File: src/verilog/icache_pkg.sv
`default_nettype none

package icache_pkg;

    // Fetch address and memory bus widths
    localparam int ADDR_BITS  = 32;
    localparam int INSTR_BITS = 32;

    // Byte select bits below one instruction word
    localparam int BYTE_OFFSET_BITS = 2;

    // Refill controller states
    typedef enum logic {
        FILL_IDLE,
        FILL_COLLECT
    } fill_state_t;

endpackage

`default_nettype wire

File: src/verilog/icache_addr_decode.sv
`timescale 1ns/100ps
`default_nettype none

module icache_addr_decode
    import icache_pkg::*;
#(
    parameter int NUM_SETS    = 4,
    parameter int BLOCK_WORDS = 4,
    localparam int SET_BITS   = $clog2(NUM_SETS),
    localparam int WORD_BITS  = $clog2(BLOCK_WORDS),
    localparam int BLOCK_LSB  = BYTE_OFFSET_BITS + WORD_BITS,
    localparam int TAG_BITS   = ADDR_BITS - SET_BITS - BLOCK_LSB
) (
    input  logic                 Clk,
    input  logic                 arst_n,
    input  logic [ADDR_BITS-1:0] read_address,
    input  logic                 miss_start,
    output logic [SET_BITS-1:0]  lookup_set,
    output logic [TAG_BITS-1:0]  lookup_tag,
    output logic [WORD_BITS-1:0] lookup_word,
    output logic [SET_BITS-1:0]  refill_set,
    output logic [TAG_BITS-1:0]  refill_tag,
    output logic [WORD_BITS-1:0] refill_word,
    output logic [ADDR_BITS-1:0] mem_read_address
);

    logic [ADDR_BITS-1:0] miss_address;

    // Live fetch address fields
    assign lookup_word = read_address[BYTE_OFFSET_BITS +: WORD_BITS];
    assign lookup_set  = read_address[BLOCK_LSB +: SET_BITS];
    assign lookup_tag  = read_address[ADDR_BITS-1 -: TAG_BITS];

    // Miss address stays put for the whole refill
    always_ff @(posedge Clk or negedge arst_n) begin
        if (!arst_n) begin
            miss_address <= '0;
        end else if (miss_start) begin
            miss_address <= read_address;
        end
    end

    assign refill_word = miss_address[BYTE_OFFSET_BITS +: WORD_BITS];
    assign refill_set  = miss_address[BLOCK_LSB +: SET_BITS];
    assign refill_tag  = miss_address[ADDR_BITS-1 -: TAG_BITS];

    // Burst always starts at word 0 of the block
    assign mem_read_address = {miss_address[ADDR_BITS-1:BLOCK_LSB], {BLOCK_LSB{1'b0}}};

endmodule

`default_nettype wire

File: src/verilog/icache_data_array.sv
`timescale 1ns/100ps
`default_nettype none

module icache_data_array
    import icache_pkg::*;
#(
    parameter int NUM_SETS    = 4,
    parameter int NUM_WAYS    = 2,
    parameter int BLOCK_WORDS = 4,
    localparam int SET_BITS   = $clog2(NUM_SETS),
    localparam int WAY_BITS   = $clog2(NUM_WAYS),
    localparam int WORD_BITS  = $clog2(BLOCK_WORDS)
) (
    input  logic                  Clk,
    input  logic                  arst_n,
    input  logic                  lookup,
    input  logic [SET_BITS-1:0]   lookup_set,
    input  logic [WAY_BITS-1:0]   hit_way,
    input  logic [WORD_BITS-1:0]  lookup_word,
    input  logic                  word_strobe,
    input  logic [WORD_BITS-1:0]  fill_index,
    input  logic [INSTR_BITS-1:0] mem_data,
    input  logic                  fill_write,
    input  logic [SET_BITS-1:0]   refill_set,
    input  logic [WAY_BITS-1:0]   fill_way,
    input  logic [WORD_BITS-1:0]  refill_word,
    output logic [INSTR_BITS-1:0] instruction,
    output logic                  ready
);

    logic [INSTR_BITS-1:0] block_mem  [NUM_SETS][NUM_WAYS][BLOCK_WORDS];
    logic [INSTR_BITS-1:0] fill_buf   [BLOCK_WORDS];
    logic [INSTR_BITS-1:0] fill_block [BLOCK_WORDS];

    // Buffered words plus the one arriving this cycle
    always_comb begin
        fill_block             = fill_buf;
        fill_block[fill_index] = mem_data;
    end

    always_ff @(posedge Clk) begin
        if (word_strobe) begin
            fill_buf[fill_index] <= mem_data;
        end
        if (fill_write) begin
            block_mem[refill_set][fill_way] <= fill_block;
            instruction <= fill_block[refill_word];
        end else if (lookup) begin
            instruction <= block_mem[lookup_set][hit_way][lookup_word];
        end
    end

    // One-cycle pulse alongside each new instruction
    always_ff @(posedge Clk or negedge arst_n) begin
        if (!arst_n) begin
            ready <= 1'b0;
        end else begin
            ready <= lookup || fill_write;
        end
    end

endmodule

`default_nettype wire

File: src/verilog/icache_refill_ctrl.sv
`timescale 1ns/100ps
`default_nettype none

module icache_refill_ctrl
    import icache_pkg::*;
#(
    parameter int BLOCK_WORDS = 4,
    localparam int WORD_BITS  = $clog2(BLOCK_WORDS)
) (
    input  logic                 Clk,
    input  logic                 arst_n,
    input  logic                 read_enable,
    input  logic                 hit,
    input  logic                 mem_data_ready,
    input  logic                 mispredict,
    output logic                 busy,
    output logic                 mem_read_request,
    output logic                 lookup,
    output logic                 miss_start,
    output logic                 word_strobe,
    output logic [WORD_BITS-1:0] fill_index,
    output logic                 fill_write
);

    fill_state_t state;
    fill_state_t state_next;
    logic        accept;
    logic        last_word;

    // Fetches are only taken while no refill is running
    assign accept     = read_enable && (state == FILL_IDLE);
    assign lookup     = accept && hit;
    assign miss_start = accept && !hit;

    // Mispredict wins over a strobe in the same cycle
    assign word_strobe = (state == FILL_COLLECT) && mem_data_ready && !mispredict;
    assign last_word   = (fill_index == WORD_BITS'(BLOCK_WORDS - 1));
    assign fill_write  = word_strobe && last_word;

    assign busy             = (state == FILL_COLLECT);
    assign mem_read_request = (state == FILL_COLLECT);

    always_comb begin
        state_next = state;
        case (state)
            FILL_IDLE: begin
                if (miss_start) begin
                    state_next = FILL_COLLECT;
                end
            end
            FILL_COLLECT: begin
                // Abort or final word both end the burst
                if (mispredict || fill_write) begin
                    state_next = FILL_IDLE;
                end
            end
            default: begin
                state_next = FILL_IDLE;
            end
        endcase
    end

    always_ff @(posedge Clk or negedge arst_n) begin
        if (!arst_n) begin
            state      <= FILL_IDLE;
            fill_index <= '0;
        end else begin
            state <= state_next;
            if (miss_start) begin
                fill_index <= '0;
            end else if (word_strobe) begin
                fill_index <= fill_index + WORD_BITS'(1);
            end
        end
    end

endmodule

`default_nettype wire

File: src/verilog/icache_tag_array.sv
`timescale 1ns/100ps
`default_nettype none

module icache_tag_array #(
    parameter int NUM_SETS   = 4,
    parameter int NUM_WAYS   = 2,
    parameter int TAG_BITS   = 26,
    localparam int SET_BITS  = $clog2(NUM_SETS),
    localparam int WAY_BITS  = $clog2(NUM_WAYS)
) (
    input  logic                Clk,
    input  logic                arst_n,
    input  logic [SET_BITS-1:0] lookup_set,
    input  logic [TAG_BITS-1:0] lookup_tag,
    input  logic [SET_BITS-1:0] refill_set,
    input  logic [TAG_BITS-1:0] refill_tag,
    input  logic                miss_start,
    input  logic                fill_write,
    output logic                hit,
    output logic [WAY_BITS-1:0] hit_way,
    output logic [WAY_BITS-1:0] fill_way
);

    logic [TAG_BITS-1:0] tag_mem [NUM_SETS][NUM_WAYS];
    logic [NUM_WAYS-1:0] valid   [NUM_SETS];
    logic [WAY_BITS-1:0] rot_ptr [NUM_SETS];
    logic [WAY_BITS-1:0] victim_way;
    logic                victim_free;
    logic                victim_from_ptr;

    // Compare every way of the addressed set, lowest match wins
    always_comb begin
        hit     = 1'b0;
        hit_way = '0;
        for (int w = NUM_WAYS - 1; w >= 0; w--) begin
            if (valid[lookup_set][w] && (tag_mem[lookup_set][w] == lookup_tag)) begin
                hit     = 1'b1;
                hit_way = WAY_BITS'(w);
            end
        end
    end

    // Lowest invalid way first, else the set's rotation pointer
    always_comb begin
        victim_free = 1'b0;
        victim_way  = rot_ptr[lookup_set];
        for (int w = NUM_WAYS - 1; w >= 0; w--) begin
            if (!valid[lookup_set][w]) begin
                victim_free = 1'b1;
                victim_way  = WAY_BITS'(w);
            end
        end
    end

    always_ff @(posedge Clk or negedge arst_n) begin
        if (!arst_n) begin
            fill_way        <= '0;
            victim_from_ptr <= 1'b0;
            for (int s = 0; s < NUM_SETS; s++) begin
                valid[s]   <= '0;
                rot_ptr[s] <= '0;
            end
        end else begin
            if (miss_start) begin
                fill_way        <= victim_way;
                victim_from_ptr <= !victim_free;
            end
            if (fill_write) begin
                valid[refill_set][fill_way] <= 1'b1;
                // Pointer only moves when it actually picked the victim
                if (victim_from_ptr) begin
                    rot_ptr[refill_set] <= rot_ptr[refill_set] + WAY_BITS'(1);
                end
            end
        end
    end

    always_ff @(posedge Clk) begin
        if (fill_write) begin
            tag_mem[refill_set][fill_way] <= refill_tag;
        end
    end

endmodule

`default_nettype wire

File: src/verilog/icache_top.sv
`timescale 1ns/100ps
`default_nettype none

module icache_top
    import icache_pkg::*;
#(
    parameter int NUM_SETS    = 4,
    parameter int NUM_WAYS    = 2,
    parameter int BLOCK_WORDS = 4,
    localparam int SET_BITS   = $clog2(NUM_SETS),
    localparam int WAY_BITS   = $clog2(NUM_WAYS),
    localparam int WORD_BITS  = $clog2(BLOCK_WORDS),
    localparam int TAG_BITS   = ADDR_BITS - SET_BITS - WORD_BITS - BYTE_OFFSET_BITS
) (
    input  logic                  Clk,
    input  logic                  arst_n,
    input  logic                  read_enable,
    input  logic [ADDR_BITS-1:0]  read_address,
    input  logic                  mispredict,
    input  logic [INSTR_BITS-1:0] mem_data,
    input  logic                  mem_data_ready,
    output logic [INSTR_BITS-1:0] instruction,
    output logic                  ready,
    output logic                  busy,
    output logic [ADDR_BITS-1:0]  mem_read_address,
    output logic                  mem_read_request
);

    logic [SET_BITS-1:0]  lookup_set;
    logic [TAG_BITS-1:0]  lookup_tag;
    logic [WORD_BITS-1:0] lookup_word;
    logic [SET_BITS-1:0]  refill_set;
    logic [TAG_BITS-1:0]  refill_tag;
    logic [WORD_BITS-1:0] refill_word;
    logic                 hit;
    logic [WAY_BITS-1:0]  hit_way;
    logic [WAY_BITS-1:0]  fill_way;
    logic                 lookup;
    logic                 miss_start;
    logic                 word_strobe;
    logic [WORD_BITS-1:0] fill_index;
    logic                 fill_write;

    icache_addr_decode #(
        .NUM_SETS    (NUM_SETS),
        .BLOCK_WORDS (BLOCK_WORDS)
    ) i_addr_decode (
        .Clk              (Clk),
        .arst_n           (arst_n),
        .read_address     (read_address),
        .miss_start       (miss_start),
        .lookup_set       (lookup_set),
        .lookup_tag       (lookup_tag),
        .lookup_word      (lookup_word),
        .refill_set       (refill_set),
        .refill_tag       (refill_tag),
        .refill_word      (refill_word),
        .mem_read_address (mem_read_address)
    );

    icache_tag_array #(
        .NUM_SETS (NUM_SETS),
        .NUM_WAYS (NUM_WAYS),
        .TAG_BITS (TAG_BITS)
    ) i_tag_array (
        .Clk        (Clk),
        .arst_n     (arst_n),
        .lookup_set (lookup_set),
        .lookup_tag (lookup_tag),
        .refill_set (refill_set),
        .refill_tag (refill_tag),
        .miss_start (miss_start),
        .fill_write (fill_write),
        .hit        (hit),
        .hit_way    (hit_way),
        .fill_way   (fill_way)
    );

    icache_refill_ctrl #(
        .BLOCK_WORDS (BLOCK_WORDS)
    ) i_refill_ctrl (
        .Clk              (Clk),
        .arst_n           (arst_n),
        .read_enable      (read_enable),
        .hit              (hit),
        .mem_data_ready   (mem_data_ready),
        .mispredict       (mispredict),
        .busy             (busy),
        .mem_read_request (mem_read_request),
        .lookup           (lookup),
        .miss_start       (miss_start),
        .word_strobe      (word_strobe),
        .fill_index       (fill_index),
        .fill_write       (fill_write)
    );

    icache_data_array #(
        .NUM_SETS    (NUM_SETS),
        .NUM_WAYS    (NUM_WAYS),
        .BLOCK_WORDS (BLOCK_WORDS)
    ) i_data_array (
        .Clk         (Clk),
        .arst_n      (arst_n),
        .lookup      (lookup),
        .lookup_set  (lookup_set),
        .hit_way     (hit_way),
        .lookup_word (lookup_word),
        .word_strobe (word_strobe),
        .fill_index  (fill_index),
        .mem_data    (mem_data),
        .fill_write  (fill_write),
        .refill_set  (refill_set),
        .fill_way    (fill_way),
        .refill_word (refill_word),
        .instruction (instruction),
        .ready       (ready)
    );

endmodule

`default_nettype wire
File: config.mk
export PLATFORM = sky130hd
export DESIGN_NAME = icache_top
export DESIGN_NICKNAME = d
export VERILOG_FILES = /design/src/verilog/icache_pkg.sv /design/src/verilog/icache_addr_decode.sv /design/src/verilog/icache_data_array.sv /design/src/verilog/icache_refill_ctrl.sv /design/src/verilog/icache_tag_array.sv /design/src/verilog/icache_top.sv
export SDC_FILE = /design/constraint.sdc
export NUM_CORES = 1
export LEC_CHECK = 0
export BUFFER_PORTS_ARGS = -buffer_cell sky130_fd_sc_hd__buf_4
export CORE_MARGIN = 3
export CORE_UTILIZATION = 25
export CTS_BUF_LIST = sky130_fd_sc_hd__clkbuf_16
export CTS_CLUSTER_DIAMETER = 100
export DETAILED_ROUTE_END_ITERATION = 8
export GPL_TIMING_DRIVEN = 1
export HOLD_SLACK_MARGIN = 0.1
export SLEW_MARGIN = 0
export SYNTH_ARGS = -nofsm -noshare
export SYNTH_HDL_FRONTEND = slang
export SYNTH_HIERARCHICAL = 1
export SYNTH_SLANG_ARGS = --single-unit
export TNS_END_PERCENT = 100
File: constraint.sdc
create_clock -name Clk -period 14.8 [get_ports Clk]
set_input_delay 1.48 -clock Clk [delete_from_list [all_inputs] [get_ports Clk]]
set_output_delay 1.48 -clock Clk [all_outputs]
set_load 0.01 [all_outputs]
==> results.txt <==
- Power share of the combinational group: 0.092
* Total half-perimeter wirelength after legalization and detailed placement: 72800 microns
- Via count: 31800
- Number of violations reported at the end of detailed-routing iteration 0: 3043
- Count of nets left with antenna violations after detail routing: 0
- Result of the run: complete, no violations
* Clock-pin slew reported for the worst setup and hold paths after clock tree synthesis: 60 ps
* Data required time at the worst endpoint: 15290 ps
* Clock latency reported for the late side of the worst-skew pair: 770 ps
- The core region is 238000 sq um.
* Pins over their slew limit: 0
* Post-route design area: 68400 sq um
- DR pass1 iterations: 5
- The share of the Yosys chip area taken by registers is 0.717.
- FF+latch count, synth: 1440
- After layout, the design draws a total of 9.12 mW.
- Final layout net count: approximately 3600
* Most used flip-flop cell after synthesis: sky130_fd_sc_hd__edfxtp_1
* CP max FO: slightly above 50
- Counting flops with an async set or reset pin after synthesis yields a share of 0.0333.
- CTS Buf Count: 146
- Cell internal power was estimated by the tool at 6.93 mW.
- Drt total wl: 149000 microns
- The tree built by TritonCTS fans out to 1440 sinks.
- The worst setup path is launched from an input port.
- Gp weighted congestion: 0.724
- Max_cap viols: 0
* Met3 routing resource usage after global routing: 0.0304
- Post-CTS repair changed the size of 0 cells.
- Max rail drop VDD: 0.0890 mV
- Synthesized netlist cell count: 3452
* Warning count from the yosys run: 6
* Kind of cell adding the most delay to the critical path: buffers and inverters
* Setup Skew: 45.7 ps
- In this run the deepest clock path goes through 3 buffers.
* Global-route track usage on met2: 0.185
- Highest Clock Rate: 0.136 GHz
* Switch Pwr: 2.19 mW
* Buffer count from post-CTS setup fixing: 0
- Largest net degree at the start of global routing: 139
* Width of the chip: 496 microns
* Global route total overflow: 0
- Synth-to-Final Area Change: 14.1%
- Global routing usage on met1: 0.162
- Syn_area_per_cell: 17.4 sq um
- Input/output buffers: 129
- Hold Violations, Final: 0
* Slew at the pin with the worst max-slew slack: 1130 ps
- Setup violations remaining at the end of the flow were counted as 0.
* Number of cell rows: 179
- Setup repair after global routing left no endpoint under its margin.
* Combined area of the multi-input logic cells: 15200 sq um
* Switching Fraction: 0.240
- LEAKAGE: roughly 23 nW
- The number of different library cells used by synthesis comes to 59.
* Crit end category: flip-flop
* Data arrival time of the worst path: 7860 ps
* Filler instances: 23600
* Via-to-Cell Ratio: 4.68
* Slowest stage delay, CP: 910 ps
- In the routed design, unresolved DRC markers number 0.
* Standard cell with the maximum stage delay on the critical path: sky130_fd_sc_hd__and2_4
- Power density over the cells: around 130 nW/um^2
* Seq pwr share: 0.520
- Fraction of final layout cells with drive strength greater than 1: 0.173
* Number of antenna violations at the first check in global routing: 27
* Period minus WS final: between 7000 and 8000 ps
* Most used cell, CP: sky130_fd_sc_hd__buf_4
- Mapped Area: 59900 sq um
- Count of flip-flops with a built-in enable after synthesis: 1392
- CTS hold repair buffers: 0
* Routed WL per cell: about 22 microns
* Total die area: 246000 sq um
- Critical path start-end classification: in -> reg
- met2 is the most crowded layer.
- Buffer type at the clock tree root: sky130_fd_sc_hd__clkbuf_16
* Vertical extent of the die: 496 microns
* Relative max-transition margin: 0.243
- Walking the worst path, the cells encountered are buf_4 -> buf_4 -> mux2i_1 -> a22oi_1 -> o21ai_0 -> a2111oi_0 -> and4_1 -> nor3_1 -> and2_4 -> buf_4 -> buf_4 -> a22oi_1 -> a21oi_1 -> nor4_1 -> mux2_1.
* Number of ports placed on the die boundary: ~140
- Sum of buffers and inverters on the critical path: 4
- Via count of the first global-routing pass: ~32000
- Of the total power, the clock network draws 0.389.
- After detailed placement, the total cell area comes to 63800 sq um.
* Clock tree from TritonCTS: done
- Total number of H-tree levels: 4
* Global-route wire length before repair: 216000 microns
- Total GRT Usage: 0.118
- Final worst-path cycle share: 0.498
- For this configuration, the core starts out at a cell density of 0.252.
* Sequential cell area in the final layout: 43000 sq um
- The path class of the tightest hold or removal check is reg -> reg.
- After routing, the total negative slack on setup checks comes to 0 ps.
[flip-flops by register name, indices dropped and copies added, names as in the netlist]
name	flops
i_data_array/fill_buf	128
i_data_array/instruction	32
i_tag_array/rot_ptr	4
i_tag_array/fill_way	1
i_refill_ctrl/busy	1
i_tag_array/victim_from_ptr	1
i_addr_decode/miss_address	30
i_data_array/block_mem	1024
i_tag_array/valid	8
i_tag_array/tag_mem	208
i_data_array/ready	1
i_refill_ctrl/fill_index	2
[power by group through the flow]
stage / clock network (mW) / logic, mW / registers, mW
2_1_floorplan: 0 / 0.624 / 4.75
3_3_place_gp: 0 / 0.817 / 4.82
3_5_place_dp: 0 / 0.832 / 4.82
4_1_cts: 3.63 / 0.835 / 4.74
5_1_grt: 3.80 / 0.899 / 4.75
6_report: 3.54 / 0.836 / 4.74
[cells in the mapped netlist, drive strengths merged (2+ instances only)]
cell,instances,share of area
a22oi,258,0.032
nand3,2,0.00017
mux4,37,0.014
xnor2,31,0.0045
o21bai,35,0.0045
nor2,86,0.0054
nand2b,12,0.0013
o2bb2ai,2,0.00029
and2,2,0.00025
a221oi,33,0.0048
o21ai,69,0.0058
inv,9,0.00056
o22ai,5,0.00052
edfxtp,1392,0.70
nand2,12,0.00075
nor4,35,0.0037
o2111ai,34,0.0050
nor3,7,0.00058
or2,10,0.0010
mux2i,616,0.10
xor2,16,0.0023
dfrtp,48,0.020
nor3b,33,0.0042
nand4,6,0.00063
o221ai,3,0.00044
a21oi,134,0.011
buf,211,0.026
a2111oi,2,0.00029
mux2,195,0.039
a22o,2,0.00029
or4,2,0.00025
nor2b,34,0.0035
clkbuf,64,0.0042
and3b,2,0.00029
[metal layers]
layer,up-vias,part of all wire
met2,1046,0.46
li1,13900,-
met3,229,0.078
met1,16600,0.44
met5,-,0.00093
met4,22,0.019
[cell usage in the layout (no fill, tap or decap), drive strengths merged, types with 3 or more instances in the layout]
cell	netlist	layout
mux2i	616	616
mux2	195	195
nand4	6	6
o2111ai	34	34
xor2	16	16
conb	1	4
mux4	37	37
nand2b	12	12
nor3	7	7
nor3b	33	33
buf	211	189
o221ai	3	3
nor2	86	86
or2	10	10
clkinv	0	61
inv	9	50
nor4	35	35
edfxtp	1392	1392
nand2	12	12
a22oi	258	258
diode	0	8
a21oi	134	134
bufinv	0	8
a221oi	33	33
nor2b	34	34
clkbuf	64	149
o21bai	35	35
dfrtp	48	48
o21ai	69	69
xnor2	31	31
o22ai	5	5
[cell type report]
type / count / area share
sequential: 1440 / 0.629
multi-input combinational: 1731 / 0.223
tap: 3167 / 0.0579
clock buffer: 149 / 0.0545
timing repair buffer: 189 / 0.0221
clock inverter: 112 / 0.0129
inverter: 9 / 0.000494
antenna: 8 / 0.000293
[worst paths after layout]
check / startpoint / endpoint / slack (ps) / cells after the start
worst max-delay path: read_address[5] / i_data_array/instruction[24]$_DFFE_PP_ / 7430 / 15
worst min-delay path: i_tag_array/rot_ptr[1]$_DFFE_PN0P_ / i_tag_array/rot_ptr[1]$_DFFE_PN0P_ / 470 / 1
worst max register to register: i_tag_array/tag_mem[0][25]$_DFFE_PP_ / i_data_array/instruction[24]$_DFFE_PP_ / 8730 / 13
worst min register to register: i_tag_array/rot_ptr[1]$_DFFE_PN0P_ / i_tag_array/rot_ptr[1]$_DFFE_PN0P_ / 470 / 1
max in group asynchronous: arst_n / i_addr_decode/miss_address[2]$_DFFE_PN0P_ / 13380 / 1
min in group asynchronous: arst_n / i_addr_decode/miss_address[9]$_DFFE_PN0P_ / 790 / 1
[through the flow]
| step | util | setup WS [ps] | hold WS (ps) | std cells |
|---|---|---|---|---|
| 6_report | 0.287 | 7430 | 466 | 6805 |
| 4_1_cts | 0.287 | 7320 | 466 | 6797 |
| 5_1_grt | 0.287 | 7080 | 475 | 6800 |
| 3_3_place_gp | 0.268 | 6500 | 447 | 6536 |
| 3_5_place_dp | 0.268 | 6470 | 453 | 6536 |
| 2_1_floorplan | - | 1680 | 434 | 3455 |
[cells by family after synthesis]
family / share of synthesized area
AOI/OAI and AO/OA: 0.0666
xor gates and xnor gates: 0.00687
adders and majority gates: 0.000209
buffers and inverters: 0.0312
DFF: 0.717
muxes: 0.155
other: 0.0000626
and+or+nand+nor: 0.0224
(Power assumes the default switching activity.)
